$ cat src/l1Pkg.sv
// shared cache geometry, core/memory opcodes, status codes and sequencer states for the L1 subsystem
package l1Pkg;

	// cache geometry, both caches use the same shape
	localparam int lineCount = 16;		// lines per cache
	localparam int offsetBits = 4;		// byte offset in a 128-bit line
	localparam int indexBits = 4;		// line select
	localparam int tagBits = 24;		// upper address bits kept per line

	// low field of the exception word on a memory fault
	localparam logic [15:0] faultCode = 16'h8000;

	// core-side data cache operation
	typedef enum logic [1:0]
	{
		reqNone = 2'b00,		// no access this cycle
		reqLoad = 2'b01,		// 64-bit load
		reqStore = 2'b10		// 64-bit store, always written through
	} reqOpT;

	// memory-side operation, held non-idle until okReady or okFault
	typedef enum logic [1:0]
	{
		memNone = 2'b00,		// port idle
		memReadLine = 2'b01,	// fetch one 128-bit line
		memWriteWord = 2'b10	// write one 64-bit word in its line half
	} memOpT;

	// status on both core and memory sides
	typedef enum logic [1:0]
	{
		okReady = 2'b00,		// done, or idle
		okHold = 2'b10,			// busy, keep request steady
		okFault = 2'b11			// ends the access, nothing filled
	} memStatusT;

	// instruction cache sequencer
	typedef enum logic
	{
		icIdle = 1'b0,			// lookup each cycle
		icFill = 1'b1			// line read outstanding
	} icStateT;

	// data cache sequencer
	typedef enum logic [1:0]
	{
		dcIdle = 2'b00,			// lookup each cycle
		dcFill = 2'b01,			// load miss, line read outstanding
		dcWrite = 2'b10			// write-through outstanding
	} dcStateT;

	// a store hit merges into the line only when the write-through succeeds,
	// so cache and memory never disagree after a faulting store

endpackage

$ cat src/l1MemArbiter.sv
// shares the external line port between the two caches, icache first, and registers the fault word
`timescale 1ns/1ps

module l1MemArbiter
	import l1Pkg::*;
(
	input logic clock,
	input logic rstN,
	input logic [31:0] icMemAddr,		// instruction cache request
	input memOpT icMemOp,
	output logic [127:0] icMemData,
	output memStatusT icMemStatus,
	input logic [31:0] dcMemAddr,		// data cache request
	input memOpT dcMemOp,
	input logic [127:0] dcMemWriteData,
	output logic [127:0] dcMemData,
	output memStatusT dcMemStatus,
	output logic [31:0] memAddr,		// external port
	output memOpT memOp,
	output logic [127:0] memWriteData,
	input logic [127:0] memReadData,
	input memStatusT memStatus,
	output logic [63:0] regOutExc		// fault word, one cycle late
);

	logic latchIc;						// grant held by icache
	logic latchDc;
	logic icActive;
	logic dcActive;
	logic icOwns;
	logic dcOwns;
	logic [63:0] excNext;

	assign icActive = (icMemOp != memNone);
	assign dcActive = (dcMemOp != memNone);
	assign icOwns = (icActive && !latchDc) || latchIc;		// wins a tie
	assign dcOwns = !icOwns && ((dcActive && !latchIc) || latchDc);

	// read data goes to both, status decides who uses it
	assign icMemData = memReadData;
	assign dcMemData = memReadData;

	always_comb
	begin
		memAddr = 32'h0;
		memOp = memNone;
		memWriteData = 128'h0;
		icMemStatus = icActive ? okHold : okReady;		// no grant, wait
		dcMemStatus = dcActive ? okHold : okReady;
		if (icOwns)
		begin
			memAddr = icMemAddr;
			memOp = icMemOp;
			icMemStatus = memStatus;
		end
		else if (dcOwns)
		begin
			memAddr = dcMemAddr;
			memOp = dcMemOp;
			memWriteData = dcMemWriteData;
			dcMemStatus = memStatus;
		end
		excNext = (memStatus == okFault) ? {16'h0, memAddr, faultCode} : 64'h0;
	end

	always_ff @(posedge clock)
	begin
		if (!rstN)
		begin
			latchIc <= 1'b0;
			latchDc <= 1'b0;
			regOutExc <= 64'h0;
		end
		else
		begin
			// keep grant until op drops and memory reports ready
			latchIc <= icOwns && (icActive || (memStatus != okReady));
			latchDc <= dcOwns && (dcActive || (memStatus != okReady));
			regOutExc <= excNext;
		end
	end

endmodule

$ cat config.mk
export PLATFORM = sky130hd
export DESIGN_NAME = l1MemArbiter
export DESIGN_NICKNAME = d
export VERILOG_FILES = /design/src/l1Pkg.sv /design/src/l1MemArbiter.sv
export SDC_FILE = /design/constraint.sdc
export NUM_CORES = 1
export LEC_CHECK = 0
export BUFFER_PORTS_ARGS = -buffer_cell sky130_fd_sc_hd__buf_2
export CORE_AREA = 2 2 317 319
export DETAILED_ROUTE_END_ITERATION = 8
export DIE_AREA = 0 0 319 321
export PLACE_DENSITY = 0.3
export RECOVER_POWER = 50
export SETUP_SLACK_MARGIN = 0.15
export SYNTH_ARGS = -nofsm -noshare
export SYNTH_HDL_FRONTEND = slang
export SYNTH_SLANG_ARGS = --single-unit
$ cat constraint.sdc
create_clock -name clock -period 2.8 [get_ports clock]
set_input_delay 0.14 -clock clock [delete_from_list [all_inputs] [get_ports clock]]
set_output_delay 0.14 -clock clock [all_outputs]
set_load 0.05 [all_outputs]
### Word-level counts from Yosys, hierarchy flattened

Cells that the tools add are included.
W data, S select, Z words.

| word-level totals | value |
|---|---|
| input bits | 328 |
| bits in registers | 66 |
| output and inout port bits | 486 |

| cells by class | value |
|---|---|
| muxes and demuxes | 12 |
| eq/ne operators | 1 |
| reduce and logical (&&, ||, !) cells | 16 |

Operator list:

| cell | count |
|---|---|
| $mux W128 | 2 |
| $mux W32 | 2 |
| $mux W16 | 1 |
| $mux W2 | 7 |
| $reduce_bool A2 Y1 | 3 |
| $logic_and A1 B1 Y1 | 5 |
| $logic_or A1 B1 Y1 | 4 |
| $logic_not A1 Y1 | 3 |
| $eq A2 B2 Y1 const B | 1 |
| $reduce_and A2 Y1 | 1 |

### Logic depth before layout (Yosys ltp)

| depth | value |
|---|---|
| depth after elaboration | 7 |
| depth in mapped cells | 6 |
| depth with buffers taken out | 4 |

### Worst setup path after synthesis

No wires, ideal clock.

| timing | value |
|---|---|
| kind | reg2out |
| start point | register latchIc |
| end point | output memWriteData[100] |
| stages on the path, launching flop included | 5 |
| data required time | 2660 ps |
| arrival time | 1981 ps |
| path slack | 679 ps |
| path buffers | 3 |
| cells stage by stage | dfxtp_1 > clkbuf_1 > clkbuf_1 > clkbuf_1 > nor3b_1 |

| on the way | value |
|---|---|
| cells in the longest elaborated chain, start to end | 6 |

RTL lines:

| element | RTL line | text |
|---|---|---|
| start: declaration | l1MemArbiter.sv:26 | `logic latchIc;` |
| start signal: assignment | l1MemArbiter.sv:77 | `latchIc <= icOwns && (icActive \|\| (memStatus != okReady));` |
| $logic_not A1 Y1 | l1MemArbiter.sv:37 | `assign dcOwns = !icOwns && ((dcActive && !latchIc) \|\| latchDc);` |
| $logic_and A1 B1 Y1 | l1MemArbiter.sv:37 |  |
| $logic_or A1 B1 Y1 | l1MemArbiter.sv:37 |  |
| $logic_and A1 B1 Y1 | l1MemArbiter.sv:37 |  |
| $mux W128 | l1MemArbiter.sv:56 | `else if (dcOwns)` |
| $mux W128 (*) | l1MemArbiter.sv:50 | `if (icOwns)` |
| end: declaration | l1MemArbiter.sv:20 | `output logic [127:0] memWriteData,` |

Every way passes the cells marked *; elsewhere a longest branch is shown, timed or not.

### Worst setup path in the final report

| timing | value |
|---|---|
| start point | register latchDc |
| end point | output memAddr[17] |

| on the way | value |
|---|---|
| cells in the longest elaborated chain, start to end | 7 |

RTL lines:

| element | RTL line | text |
|---|---|---|
| start: declaration | l1MemArbiter.sv:27 | `logic latchDc;` |
| start signal: assignment | l1MemArbiter.sv:78 | `latchDc <= dcOwns && (dcActive \|\| (memStatus != okReady));` |
| $logic_not A1 Y1 | l1MemArbiter.sv:36 | `assign icOwns = (icActive && !latchDc) \|\| latchIc;` |
| $logic_and A1 B1 Y1 | l1MemArbiter.sv:36 |  |
| $logic_or A1 B1 Y1 | l1MemArbiter.sv:36 |  |
| $logic_not A1 Y1 | l1MemArbiter.sv:37 |  |
| $logic_and A1 B1 Y1 | l1MemArbiter.sv:37 |  |
| $mux W32 | l1MemArbiter.sv:56 |  |
| $mux W32 (*) | l1MemArbiter.sv:50 |  |
| end: declaration | l1MemArbiter.sv:18 | `output logic [31:0] memAddr,` |

Marks and branches as above.

==> results.cfg <==
[power_and_ir_drop]
power.total_w = 0.002689
power_leakage_nw = 2.812
powerDensity_nw_per_um2 = 398.2
max-vdd-ir-drop_mv = 0.2029
swShare = 0.5362
combPwrFrac = 0.529
p_seq_frac = 0.195
clkPwrFrac = 0.276
internal_power_w = 0.001247
p_switching_w = 0.001442

[setup_path]
required_ns = 2.66
critPathArrivalTime_ns = 2.30
slowest_stage = nand2_2
path_cells = o21bai_1 > nand2_2 > buf_4 > o2bb2ai_1 > buf_12
crit_buf_inv = 2
cp-end-kind = output pin
cp-start-kind = flip-flop
path_class = flip-flop to output pin
crit_fanout = 19
cpPeakStageDelay_ns = 0.51
critical_path.top_delay_family = buffers and inverters

[clock_network]
clkSlewWorstSetupHoldPaths_ns = 0.08
post_cts_resized = 0
htreeDepth = 2
cts_buffers = 5
cts_root_buf = clkbuf_16
clk_path_buf_depth = 2
clkSinkCount = 35
ctsHoldBuffers = 0
post_cts_buffers = 0
clk_latency_ns = 0.33
cts_tree = built

[route]
drt_iter0_drc = 187
final_antenna_net_count = 0
firstDrtPassIters = 4
vias = 4911
drc = 0
wire_per_inst_um = 18.07
routed_wl_um = 37460
via_per_inst = 2.369

[place]
place_ws_ns = 0.6672
dpl_cell_area_um2 = 6581
hpwl_um = 32050
gp_congestion = 0.6888
portBuffers = 398

[logic_synthesis]
synth_cell_types = 23
synth_commonest_cells = 293 x buf_4, 129 x nor3b_1, 66 x nand2_1
synth_top_area_frac = 0.4369
synth-edff-count = 0
synth_area_per_cell_um2 = 7.675
syn-cell-area_um2 = 5035
syn-instance-count = 656
ys_ff_latch = 35
ys.flop_type = dfxtp_1
yosysMostFrequentCell = buf_4
yosysWarnings = 0
yosys.area.top_type = buf_4
seq_area_frac_synth = 0.1392
synth.area.top_cells = buf_4 44%, nor3b_1 19%, dfxtp_1 14%
ys_async_sr_fraction = 0

[sta]
relSlewSlack = 0.4158
fmax_ghz = 0.4096
finalSetupViolCount = 0
final.min_clock_period_ns = 2.442
worstMarginPinSlew_ns = 0.8763
period_share = 0.8720
slew_viol_final = 0
hold_viol = 0
grt_setup_unrepaired = false
finClkSkew_ns = 0.007820
setup_slack_ns = 0.3585
tns_ns = 0

[outcome]
status = completed

[hold_path]
hold_class = input pin to flip-flop

[finish]
drive_above_1_share = 0.5622
finalNetCount = 1099
fillers = 11830
fin_area_um2 = 6753
final_util = 0.06802
areaGrowthSynthToFinish_pct = 34.12

[global_route]
grt_pass1_vias = 4869
track_usage = 0.06948
overflow = 0
grt_max_degree = 131
grt_pass1_wl_um = 46510
antenna_found_initial = 14

[floorplanning]
die_w_um = 319
start_util = 0.05072
dieArea_um2 = 102400
rows = 116
io_pins = 814
dieHeight_um = 321
core_area_um2 = 99280

[run]
cap_violations = 0
==> per-stage QoR <==
| stage | hold slack [ns] | cells |
|---|---|---|
| after floorplan | 0.2605 | 686 |
| after global placement | 0.2805 | 2062 |
| after detailed placement | 0.2805 | 2062 |
| after CTS | 0.03725 | 2070 |
| after global routing | 0.05776 | 2070 |
| final | 0.07749 | 2073 |
==> layout make-up <==
cell class,instances,area [um^2],share of cell area
repair buffers,418,2210,0.3272
multi-input cells,308,2032,0.3009
well taps,1298,1624,0.2405
flip-flops and latches,35,704.4,0.1043
clock buffers,6,150.1,0.02223
clock inverters,2,13.76,0.002038
inverters,3,11.26,0.001668
diodes,3,7.507,0.001112
==> worst reg2reg max path, delay by kind of cell (launching register included) <==
kind | cells | cell delay, ns
flip-flops | 1 | 0.43
AND/OR/NAND/NOR | 1 | 0.74
buffers and inverters | 1 | 0.33
AO/OA/AOI/OAI | 2 | 0.26
==> flip-flops by register name (all words and copies together), names as in the netlist <==
register   count
regOutExc     33
latchIc        1
latchDc        1
==> routing by layer <==
metal	part of all wire	vias to the layer above	wire length [um]	track usage
li1	-	2146	-	-
met1	0.37	2203	13790	0.06992
met2	0.50	443	18870	0.1264
met3	0.085	117	3191	0.02550
met4	0.043	2	1599	0.03365
met5	0.00032	-	12	0
==> worst paths after layout <==
| path | slack [ns] | cells past startpoint | to | startpoint |
|---|---|---|---|---|
| min reg2reg | 0.87 | 4 | regOutExc[25]$_SDFF_PN0_ | latchIc$_SDFF_PN0_ |
| max reg2reg | 0.90 | 4 | regOutExc[40]$_SDFF_PN0_ | latchDc$_SDFF_PN0_ |
| max | 0.36 | 5 | memAddr[17] | latchDc$_SDFF_PN0_ |
| min | 0.08 | 3 | regOutExc[42]$_SDFF_PN0_ | icMemAddr[26] |
==> placed cells by master (no fill, tap or decap), types with 2 or more instances in the layout <==
cell       netlist  routed
o2bb2ai_1       32      32
inv_2            0       2
nand2_1         66      65
o32ai_1         32      32
dfxtp_1         35      34
nand2b_1         2       2
conb_1           1      31
nor2_1           2       2
nor3b_1        129     129
a22oi_1          2       2
clkbuf_16        0       6
diode_2          0       3
buf_12           0       5
buf_2           29     396
buf_4          293      17
a32o_1           2       2
==> power by group through the flow <==
stage | logic, W | registers [W] | clock network, W
after floorplan | 0.00191 | 0.000590 | 0
after global placement | 0.00147 | 0.000540 | 0
after detailed placement | 0.00146 | 0.000538 | 0
after CTS | 0.00146 | 0.000527 | 0.000839
after global routing | 0.00150 | 0.000528 | 0.000838
final | 0.00142 | 0.000526 | 0.000741
==> logic make-up after synthesis <==
family                 after synthesis  share of synthesized area
AND/OR/NAND/NOR                    205                     0.2525
flip-flops                          35                     0.1392
AO/OA/AOI/OAI                       72                     0.1262
buffers and inverters              343                     0.4814
other                                1                  0.0007448
No activity file was read; power rests on OpenSTA's default activity.
